==> config.mk <==
export PLATFORM = sky130hd
export DESIGN_NAME = adc_front_top
export DESIGN_NICKNAME = d
export VERILOG_FILES = /design/src/design/adc_front_pkg.sv /design/src/design/adc_capture.sv /design/src/design/adc_front_top.sv /design/src/design/adc_reset_seq.sv /design/src/design/ctrl_regs.sv /design/src/design/exp_pin_mux.sv /design/src/design/pdm_gen.sv
export SDC_FILE = /design/constraint.sdc
export NUM_CORES = 1
export LEC_CHECK = 0
export BUFFER_PORTS_ARGS = -buffer_cell sky130_fd_sc_hd__buf_2
export CAP_MARGIN = 40
export CORE_MARGIN = 1.5
export CORE_UTILIZATION = 35
export CTS_CLUSTER_DIAMETER = 120
export CTS_CLUSTER_SIZE = 14
export DETAILED_ROUTE_END_ITERATION = 7
export MAX_ROUTING_LAYER = met4
export PLACE_DENSITY = 0.66
export SLEW_MARGIN = 5
export SYNTH_ARGS = -nofsm -noshare
export SYNTH_HDL_FRONTEND = slang
export SYNTH_SLANG_ARGS = --single-unit
==> constraint.sdc <==
create_clock -name adc_clk_01 -period 10.68 [get_ports adc_clk_01]
set_clock_uncertainty 0.2 [all_clocks]
set_input_delay 2.136 -clock adc_clk_01 [delete_from_list [all_inputs] [get_ports adc_clk_01]]
set_output_delay 2.136 -clock adc_clk_01 [all_outputs]
set_load 0.02 [all_outputs]
==> src/design/adc_front_pkg.sv <==
//////////////////////////////////////////////////
// shared widths, register map and ADC word types
// for the adc_clk_01 front end; modules pull it in
// with a wildcard import in their header
//////////////////////////////////////////////////

`default_nettype none

package adc_front_pkg;

  // channel and sample geometry
  localparam int N_ADC     = 4;   // adc channels
  localparam int ADC_W     = 14;  // bits per sample
  localparam int ADC_PAIRS = 7;   // ddr pin pairs per sample

  // expansion connector
  localparam int EXP_W = 11;

  // pdm outputs
  localparam int PDM_W     = 8;
  localparam int PDM_RANGE = 255;  // pdm period in cycles

  // reset stretch after pll lock
  localparam int RST_MAX   = 64;
  localparam int RST_CNT_W = $clog2(RST_MAX + 1);

  //////////////////////////////////////////////////
  // system bus and register map
  //////////////////////////////////////////////////

  localparam int BUS_AW = 8;
  localparam int BUS_DW = 32;

  localparam logic [BUS_AW-1:0] REG_PDM     = 8'h00;  // 4 pdm levels, ch0 low byte
  localparam logic [BUS_AW-1:0] REG_MODE    = 8'h04;  // [0] trig src asg, [1] alt pin0
  localparam logic [BUS_AW-1:0] REG_EXP_OUT = 8'h08;  // expansion output data
  localparam logic [BUS_AW-1:0] REG_EXP_DIR = 8'h0C;  // 1 = output
  localparam logic [BUS_AW-1:0] REG_EXP_IN  = 8'h10;  // read only, pin state

  // two's complement sample after conversion
  typedef logic signed [ADC_W-1:0] adc_sample_t;

  // one adc word, seen as ddr pairs or as the raw offset binary value
  // pair k sits on bits 2k (falling edge) and 2k+1 (rising edge)
  typedef union packed {
    logic [ADC_PAIRS-1:0][1:0] pins;    // [k][0] falling, [k][1] rising
    logic [ADC_W-1:0]          sample;  // negative slope offset binary
  } adc_word_u;

endpackage : adc_front_pkg

`default_nettype wire

==> src/design/adc_capture.sv <==
//////////////////////////////////////////////////
// adc capture for all channels: ddr pairs back in
// bit order, offset binary to two's complement,
// three register stages, no reset
//////////////////////////////////////////////////

`default_nettype none

module adc_capture
  import adc_front_pkg::*;
(
  input  wire                      adc_clk_01,
  input  adc_word_u   [N_ADC-1:0]  adc_pins_i,  // sampled pin pairs per channel
  output adc_sample_t [N_ADC-1:0]  adc_dat_o    // signed samples, 3 cycles later
);

  adc_word_u   [N_ADC-1:0] adc_word_t;  // stage 1, reg to reg point
  adc_sample_t [N_ADC-1:0] adc_dat_r;   // stage 2, converted

  //////////////////////////////////////////////////
  // stage 1: pair by pair into the word
  //////////////////////////////////////////////////

  always_ff @(posedge adc_clk_01) begin
    for (int ch = 0; ch < N_ADC; ch++) begin
      for (int k = 0; k < ADC_PAIRS; k++) begin
        adc_word_t[ch].pins[k][0] <= adc_pins_i[ch].pins[k][0];  // falling edge bit
        adc_word_t[ch].pins[k][1] <= adc_pins_i[ch].pins[k][1];  // rising edge bit
      end
    end
  end

  //////////////////////////////////////////////////
  // stage 2: negative slope to two's complement
  //////////////////////////////////////////////////

  // keep msb, flip the rest
  always_ff @(posedge adc_clk_01) begin
    for (int ch = 0; ch < N_ADC; ch++) begin
      adc_dat_r[ch] <= {adc_word_t[ch].sample[ADC_W-1],
                        ~adc_word_t[ch].sample[ADC_W-2:0]};
    end
  end

  // stage 3: output register
  always_ff @(posedge adc_clk_01) begin
    adc_dat_o <= adc_dat_r;
  end

endmodule : adc_capture

`default_nettype wire

==> src/design/adc_front_top.sv <==
//////////////////////////////////////////////////
// adc_clk_01 front end top: reset sequencing,
// adc capture, register block, pdm outputs and
// expansion pin mux, wired together
//////////////////////////////////////////////////

`default_nettype none

module adc_front_top
  import adc_front_pkg::*;
(
  input  wire                      adc_clk_01,
  input  wire                      rst_i,
  input  wire                      spi_done_i,
  input  wire                      pll_locked_i,
  // adc
  input  adc_word_u   [N_ADC-1:0]  adc_pins_i,
  output adc_sample_t [N_ADC-1:0]  adc_dat_o,
  output logic                     ready_o,
  // system bus
  input  wire  [BUS_AW-1:0]        bus_addr_i,
  input  wire  [BUS_DW-1:0]        bus_wdata_i,
  input  wire                      bus_wen_i,
  input  wire                      bus_ren_i,
  output logic [BUS_DW-1:0]        bus_rdata_o,
  output logic                     bus_ack_o,
  output logic                     bus_err_o,
  // pdm
  output logic [N_ADC-1:0]         dac_pwm_o,
  // expansion connector and triggers
  input  wire  [EXP_W-1:0]         exp_i,
  output logic [EXP_W-1:0]         exp_o,
  output logic [EXP_W-1:0]         exp_oe_o,
  input  wire                      trig_scope_i,
  input  wire                      trig_asg_i
);

  logic                        front_rst;     // domain reset
  logic [N_ADC-1:0][PDM_W-1:0] pdm_level;
  logic                        trig_sel_asg;
  logic                        alt_pin0;
  logic [EXP_W-1:0]            exp_out;
  logic [EXP_W-1:0]            exp_dir;
  logic [EXP_W-1:0]            exp_in;        // synced pins for readback

  //////////////////////////////////////////////////
  // reset and capture
  //////////////////////////////////////////////////

  adc_reset_seq i_rst_seq (
    .adc_clk_01   (adc_clk_01  ),
    .rst_i        (rst_i       ),
    .spi_done_i   (spi_done_i  ),
    .pll_locked_i (pll_locked_i),
    .front_rst_o  (front_rst   ),
    .ready_o      (ready_o     )
  );

  adc_capture i_capture (
    .adc_clk_01 (adc_clk_01),
    .adc_pins_i (adc_pins_i),
    .adc_dat_o  (adc_dat_o )   // 3 cycle latency
  );

  //////////////////////////////////////////////////
  // control, pdm and pins
  //////////////////////////////////////////////////

  ctrl_regs i_regs (
    .adc_clk_01     (adc_clk_01  ),
    .front_rst_i    (front_rst   ),
    .bus_addr_i     (bus_addr_i  ),
    .bus_wdata_i    (bus_wdata_i ),
    .bus_wen_i      (bus_wen_i   ),
    .bus_ren_i      (bus_ren_i   ),
    .bus_rdata_o    (bus_rdata_o ),
    .bus_ack_o      (bus_ack_o   ),
    .bus_err_o      (bus_err_o   ),
    .exp_in_i       (exp_in      ),
    .pdm_level_o    (pdm_level   ),
    .trig_sel_asg_o (trig_sel_asg),
    .alt_pin0_o     (alt_pin0    ),
    .exp_out_o      (exp_out     ),
    .exp_dir_o      (exp_dir     )
  );

  pdm_gen i_pdm (
    .adc_clk_01  (adc_clk_01),
    .front_rst_i (front_rst ),
    .pdm_level_i (pdm_level ),
    .pdm_o       (dac_pwm_o )
  );

  exp_pin_mux i_pin_mux (
    .adc_clk_01     (adc_clk_01  ),
    .front_rst_i    (front_rst   ),
    .exp_i          (exp_i       ),
    .exp_out_i      (exp_out     ),
    .exp_dir_i      (exp_dir     ),
    .alt_pin0_i     (alt_pin0    ),
    .trig_sel_asg_i (trig_sel_asg),
    .trig_scope_i   (trig_scope_i),
    .trig_asg_i     (trig_asg_i  ),
    .exp_o          (exp_o       ),
    .exp_oe_o       (exp_oe_o    ),
    .exp_in_o       (exp_in      )
  );

endmodule : adc_front_top

`default_nettype wire

==> src/design/adc_reset_seq.sv <==
//////////////////////////////////////////////////
// domain reset for adc_clk_01: waits for spi done
// and holds reset for RST_MAX cycles after each
// rising edge of pll lock
//////////////////////////////////////////////////

`default_nettype none

module adc_reset_seq
  import adc_front_pkg::*;
(
  input  wire  adc_clk_01,
  input  wire  rst_i,         // board reset, sync, active high
  input  wire  spi_done_i,    // adc configured, other domain
  input  wire  pll_locked_i,  // pll lock status
  output logic front_rst_o,   // reset for the whole front end
  output logic ready_o        // domain out of reset
);

  logic                 spi_done_meta;  // first sync stage
  logic                 spi_done_sync;  // second sync stage
  logic                 lock_r;         // lock delayed one cycle
  logic                 lock_rise;
  logic [RST_CNT_W-1:0] rst_cnt;        // stretch counter

  // spi done comes from another clock, two flops
  always_ff @(posedge adc_clk_01) begin
    spi_done_meta <= spi_done_i;
    spi_done_sync <= spi_done_meta;
  end

  //////////////////////////////////////////////////
  // lock edge and stretch
  //////////////////////////////////////////////////

  always_ff @(posedge adc_clk_01) begin
    lock_r <= pll_locked_i;  // tracks input, also during reset
  end

  assign lock_rise = pll_locked_i & ~lock_r;

  // counts 1..RST_MAX after a lock edge, then back to idle
  always_ff @(posedge adc_clk_01) begin
    if (rst_i) begin
      rst_cnt <= '0;
    end else if (!pll_locked_i) begin
      rst_cnt <= '0;              // lost lock, wait for next edge
    end else if (lock_rise || rst_cnt != '0) begin
      if (rst_cnt < RST_CNT_W'(RST_MAX))
        rst_cnt <= rst_cnt + 1'b1;
      else
        rst_cnt <= '0;            // stretch done
    end
  end

  // registered combine, edge term makes the hold start at once
  always_ff @(posedge adc_clk_01) begin
    front_rst_o <= rst_i | ~spi_done_sync | lock_rise | (rst_cnt != '0);
  end

  assign ready_o = ~front_rst_o;

endmodule : adc_reset_seq

`default_nettype wire

==> src/design/ctrl_regs.sv <==
//////////////////////////////////////////////////
// system bus register block: pdm levels, trigger
// mode and expansion pin control; ack one cycle
// after each request, error on bad access
//////////////////////////////////////////////////

`default_nettype none

module ctrl_regs
  import adc_front_pkg::*;
(
  input  wire                          adc_clk_01,
  input  wire                          front_rst_i,
  // system bus
  input  wire  [BUS_AW-1:0]            bus_addr_i,
  input  wire  [BUS_DW-1:0]            bus_wdata_i,
  input  wire                          bus_wen_i,
  input  wire                          bus_ren_i,
  output logic [BUS_DW-1:0]            bus_rdata_o,
  output logic                         bus_ack_o,
  output logic                         bus_err_o,
  // pin state back from the mux
  input  wire  [EXP_W-1:0]             exp_in_i,
  // configuration
  output logic [N_ADC-1:0][PDM_W-1:0]  pdm_level_o,
  output logic                         trig_sel_asg_o,  // 1 asg, 0 scope
  output logic                         alt_pin0_o,      // trigger onto pin 0
  output logic [EXP_W-1:0]             exp_out_o,
  output logic [EXP_W-1:0]             exp_dir_o        // 1 = output
);

  logic              req;       // any access this cycle
  logic              addr_ok;   // address is in the map
  logic              bad_acc;   // gets an error ack
  logic [BUS_DW-1:0] rd_mux;

  //////////////////////////////////////////////////
  // decode
  //////////////////////////////////////////////////

  assign req     = bus_wen_i | bus_ren_i;
  assign addr_ok = bus_addr_i inside {REG_PDM, REG_MODE, REG_EXP_OUT,
                                      REG_EXP_DIR, REG_EXP_IN};
  assign bad_acc = ~addr_ok | (bus_wen_i & (bus_addr_i == REG_EXP_IN));

  // read data, zero extended
  always_comb begin
    rd_mux = '0;
    case (bus_addr_i)
      REG_PDM:     rd_mux = pdm_level_o;
      REG_MODE:    rd_mux[1:0] = {alt_pin0_o, trig_sel_asg_o};
      REG_EXP_OUT: rd_mux[EXP_W-1:0] = exp_out_o;
      REG_EXP_DIR: rd_mux[EXP_W-1:0] = exp_dir_o;
      REG_EXP_IN:  rd_mux[EXP_W-1:0] = exp_in_i;
      default:     rd_mux = '0;  // unmapped, err flags it
    endcase
  end

  //////////////////////////////////////////////////
  // registers and handshake
  //////////////////////////////////////////////////

  always_ff @(posedge adc_clk_01) begin
    if (front_rst_i) begin
      bus_ack_o      <= 1'b0;
      bus_err_o      <= 1'b0;
      pdm_level_o    <= '0;
      trig_sel_asg_o <= 1'b0;
      alt_pin0_o     <= 1'b0;
      exp_out_o      <= '0;
      exp_dir_o      <= '0;     // all pins input
    end else begin
      bus_ack_o <= req;           // fixed one cycle latency
      bus_err_o <= req & bad_acc;
      if (bus_wen_i) begin
        case (bus_addr_i)
          REG_PDM: pdm_level_o <= bus_wdata_i;  // ch0 in low byte
          REG_MODE: begin
            trig_sel_asg_o <= bus_wdata_i[0];
            alt_pin0_o     <= bus_wdata_i[1];
          end
          REG_EXP_OUT: exp_out_o <= bus_wdata_i[EXP_W-1:0];
          REG_EXP_DIR: exp_dir_o <= bus_wdata_i[EXP_W-1:0];
          default: ;                            // read only or unmapped
        endcase
      end
    end
  end

  // captured on the read, held until the next one
  always_ff @(posedge adc_clk_01) begin
    if (bus_ren_i)
      bus_rdata_o <= rd_mux;
  end

endmodule : ctrl_regs

`default_nettype wire

==> src/design/exp_pin_mux.sv <==
//////////////////////////////////////////////////
// expansion pin mux: registers drive the pins,
// pin 0 can carry the selected trigger instead;
// pin inputs synchronized back for the bus
//////////////////////////////////////////////////

`default_nettype none

module exp_pin_mux
  import adc_front_pkg::*;
(
  input  wire              adc_clk_01,
  input  wire              front_rst_i,
  input  wire  [EXP_W-1:0] exp_i,           // pin state from the pads
  input  wire  [EXP_W-1:0] exp_out_i,       // register output data
  input  wire  [EXP_W-1:0] exp_dir_i,       // register direction
  input  wire              alt_pin0_i,      // alt function on pin 0
  input  wire              trig_sel_asg_i,  // 1 asg, 0 scope
  input  wire              trig_scope_i,
  input  wire              trig_asg_i,
  output logic [EXP_W-1:0] exp_o,
  output logic [EXP_W-1:0] exp_oe_o,        // 1 drives the pin
  output logic [EXP_W-1:0] exp_in_o         // synchronized exp_i
);

  logic             trig_out;  // selected trigger
  logic [EXP_W-1:0] alt_en;    // pins using the alt function
  logic [EXP_W-1:0] alt_dat;   // alt output values
  logic [EXP_W-1:0] exp_meta;

  assign trig_out = trig_sel_asg_i ? trig_asg_i : trig_scope_i;

  // only pin 0 has an alternate function
  assign alt_en  = {{(EXP_W-1){1'b0}}, alt_pin0_i};
  assign alt_dat = {{(EXP_W-1){1'b0}}, trig_out};

  // per pin select, alt forces output enable
  always_ff @(posedge adc_clk_01) begin
    if (front_rst_i) begin
      exp_o    <= '0;
      exp_oe_o <= '0;    // everything input
    end else begin
      exp_o    <= (alt_en & alt_dat) | (~alt_en & exp_out_i);
      exp_oe_o <= alt_en | exp_dir_i;
    end
  end

  // pads are asynchronous to adc_clk_01
  always_ff @(posedge adc_clk_01) begin
    exp_meta <= exp_i;
    exp_in_o <= exp_meta;
  end

endmodule : exp_pin_mux

`default_nettype wire

==> src/design/pdm_gen.sv <==
//////////////////////////////////////////////////
// first order pdm for the slow analog outputs;
// over PDM_RANGE cycles each output is high as
// many times as its level
//////////////////////////////////////////////////

`default_nettype none

module pdm_gen
  import adc_front_pkg::*;
(
  input  wire                          adc_clk_01,
  input  wire                          front_rst_i,
  input  wire  [N_ADC-1:0][PDM_W-1:0]  pdm_level_i,  // duty per channel
  output logic [N_ADC-1:0]             pdm_o         // to the rc filters
);

  localparam logic [PDM_W:0] RANGE = (PDM_W+1)'(PDM_RANGE);

  logic [N_ADC-1:0][PDM_W:0] acc;  // residue, stays below RANGE
  logic [N_ADC-1:0][PDM_W:0] sum;  // residue plus level

  // one spare bit so the sum never wraps
  always_comb begin
    for (int ch = 0; ch < N_ADC; ch++) begin
      sum[ch] = acc[ch] + {1'b0, pdm_level_i[ch]};
    end
  end

  //////////////////////////////////////////////////
  // accumulate and overflow
  //////////////////////////////////////////////////

  always_ff @(posedge adc_clk_01) begin
    if (front_rst_i) begin
      acc   <= '0;
      pdm_o <= '0;
    end else begin
      for (int ch = 0; ch < N_ADC; ch++) begin
        if (sum[ch] >= RANGE) begin
          acc[ch]   <= sum[ch] - RANGE;  // wrap
          pdm_o[ch] <= 1'b1;
        end else begin
          acc[ch]   <= sum[ch];
          pdm_o[ch] <= 1'b0;
        end
      end
    end
  end

endmodule : pdm_gen

`default_nettype wire

==> flow_metrics.py <==
metrics = {
    "logic_synthesis": {
        "netlist_instances": 1111,
        "ys.flop_type": "dfxtp_1",
        "synthesis.nets": 1272,
        "ys_seq_area_frac": 0.613,
        "synth_enable_flop_cells": 32,
        "synth_common_cells": "dfxtp_1 (321), nand2_1 (116), a21oi_1 (76)",
        "yosys.area.top_type": "dfxtp_1",
        "yosysWarnings": 0,
        "synth.top_cell.area_share": 0.533,
        "mappedNetlistArea_sq_um": 12100,
        "synthDistinctLibCells": 66,
        "synth.most_common_cell": "dfxtp_1",
        "async_reset_ff_frac": 0,
        "syn_area_per_cell_sq_um": 10.9,
        "synth-seq-cells": 353,
        "synth_area_leaders": "dfxtp_1 (53%), edfxtp_1 (8.0%), ha_1 (4.4%)",
    },
    "die": {
        "die-area_sq_um": 35600,
        "die_w_um": 189,
        "die_h_um": 189,
        "start_util": 0.358,
        "pin_count": 232,
        "core_area_sq_um": 33700,
        "core.rowCount": 67,
    },
    "drt": {
        "drc": 0,
        "wl_um": 25400,
        "viasPerCell": 4.76,
        "wl_per_cell_um": 14.1,
        "vias": 8571,
        "drt_iter0_drc": 514,
        "detail-route-antenna-nets": 0,
        "first_pass_iters": 4,
    },
    "timing": {
        "slew_headroom": 0.363,
        "post-route-period-util": 0.434,
        "fmax_mhz": 216,
        "worstMarginPinSlew_ps": 952,
        "setup-tns-final_ps": 0,
        "worst_slack_ps": 6050,
        "grt_setup_unrepaired": "false",
        "hold_viol": 0,
        "finalCriticalPeriod_ps": 4630,
        "setup_viol": 0,
        "whs_ps": 122,
        "final_max_slew_viol_count": 0,
    },
    "clocking": {
        "clock-sinks": 353,
        "clk_pin_slew_worst_paths_ps": 70,
        "cts_hold_buf": 0,
        "cts-root-buf": "clkbuf_16",
        "post-cts-setup-buffers": 0,
        "htreeDepth": 1,
        "post_cts_resized": 0,
        "clk_latency_ps": 560,
        "clock_path_buffers": 3,
        "numCtsBuffers": 29,
        "cts_tree": "yes",
    },
    "layout": {
        "nFillCells": 3230,
        "nNetsFinal": 1502,
        "drive_above_1_share": 0.218,
        "area_growth_pct": 20.4,
    },
    "worst_setup_path": {
        "crit_fanout": 27,
        "path_common_cell": "nand2_1",
        "startpoint_type": "primary input",
        "worstPathRequired_ps": 10880,
        "critPathMaxStageDelay_ps": 800,
        "arrival_ps": 4840,
        "crit_type": "primary input to register",
        "cp_cell_sequence": "buf_2 -> nor4_1 -> and3_1 -> and2_1 -> nand2_1 -> buf_16 -> nand2_1 -> a21oi_1",
        "end_kind": "register",
        "cpMaxStageDelayCell": "and3_1",
    },
    "run": {
        "drv_cap": 0,
    },
    "global_route": {
        "grt_pass1_wl_um": 40500,
        "antenna_found_initial": 1,
        "grt_pass1_vias": 8136,
        "overflow": 0,
        "track_usage": 0.143,
        "grt_max_degree": 74,
    },
    "place": {
        "gp_congestion": 0.825,
        "port_buffers": 231,
        "place_ws_ps": 5480,
        "hpwl_um": 18000,
    },
    "power": {
        "ir_worst_vdd_mv": 0.119,
        "power_density_nw_per_um2": 167,
        "power_uw": 2420,
        "power.leakage_uw": 0.00635,
    },
    "min_path": {
        "min_path_type": "register to register",
    },
    "run_status": {
        "outcome": "finished clean",
    },
}
==> cell families after synthesis <==
family | Yosys count | synth area share
xor gates and xnor gates | 29 | 0.0211
buffers and inverters | 105 | 0.0328
and+or+nand+nor | 345 | 0.142
adders and majority gates | 46 | 0.0502
muxes | 41 | 0.0350
DFF | 353 | 0.613
AOI/OAI and AO/OA | 192 | 0.106
==> metal layers <==
layer | vias to the layer above | track usage | wire length, um
li1 | 4290 | - | -
met1 | 3991 | 0.171 | 10800
met2 | 244 | 0.242 | 12300
met3 | 46 | 0.0251 | 1400
met4 | 0 | 0.0534 | 833
met5 | - | - | 0
==> through the flow <==
stage,cell area (sq um),instances,util
2_1_floorplan,12100,1111,-
3_3_place_gp,13700,1755,0.406
3_5_place_dp,13700,1758,0.407
4_1_cts,14500,1800,0.431
5_1_grt,14500,1801,0.431
6_report,14500,1801,0.431
==> worst paths after layout <==
path         slack, ps                       to  cells past startpoint                     from
min                120  i_capture.adc_dat_o[14]                      0  i_capture.adc_dat_r[14]
min reg2reg        120  i_capture.adc_dat_o[14]                      0  i_capture.adc_dat_r[14]
max               6050   i_regs.pdm_level_o[28]                      8            bus_addr_i[5]
max reg2reg       6550            i_pdm.acc[16]                     12    i_regs.pdm_level_o[8]
==> final cells by class <==
| class | instances | area, sq um | area share |
|---|---|---|---|
| antenna | 1 | 2.50 | 0.000172 |
| clock buffer | 41 | 771 | 0.0531 |
| clock inverter | 1 | 16.3 | 0.00112 |
| inverter | 66 | 248 | 0.0171 |
| multi-input combinational | 653 | 4280 | 0.295 |
| sequential | 353 | 7390 | 0.509 |
| tap | 448 | 561 | 0.0386 |
| timing repair buffer | 238 | 1250 | 0.0858 |
==> state kept, by name, indices dropped and copies added, names as in the netlist <==
register,flops
i_rst_seq.spi_done_sync,1
i_pin_mux.exp_in_o,11
i_regs.bus_err_o,1
i_pdm.acc,36
i_regs.pdm_level_o,32
i_rst_seq.spi_done_meta,1
i_rst_seq.lock_r,1
i_capture.adc_dat_r,56
i_regs.alt_pin0_o,1
i_regs.bus_ack_o,1
i_pin_mux.exp_meta,11
i_pdm.pdm_o,4
i_regs.exp_dir_o,11
i_regs.trig_sel_asg_o,1
i_rst_seq.rst_cnt,7
i_pin_mux.exp_o,11
i_rst_seq.front_rst_o,1
i_pin_mux.exp_oe_o,11
i_regs.exp_out_o,11
i_capture.adc_word_t,56
i_capture.adc_dat_o,56
i_regs.bus_rdata_o,32
==> report_power, final <==
group	leakage [uW]	switching, uW	internal (uW)
Clock	0.000378	447	495
Sequential	0.00299	14.0	1380
Combinational	0.00298	55.0	31.9
==> cell usage in the layout (no fill, tap or decap), types with 12 or more instances in the layout <==
cell / n
dfxtp_1: 320
buf_2: 232
nand2_1: 116
a21oi_1: 76
inv_1: 66
nor2_1: 62
ha_1: 42
and3_1: 35
mux2i_1: 32
edfxtp_1: 32
nand3_1: 31
nor2b_1: 29
clkbuf_16: 29
o21ai_0: 21
xor2_1: 18
nor3_1: 12
clkbuf_1: 12
==> worst max-delay path, delay by kind of cell <==
kind	cells	cell delay [ps]
buffers and inverters	2	380
and+or+nand+nor	5	2240
AOI/OAI and AO/OA	1	60
Note: power is estimated with default switching activity, not from simulation.
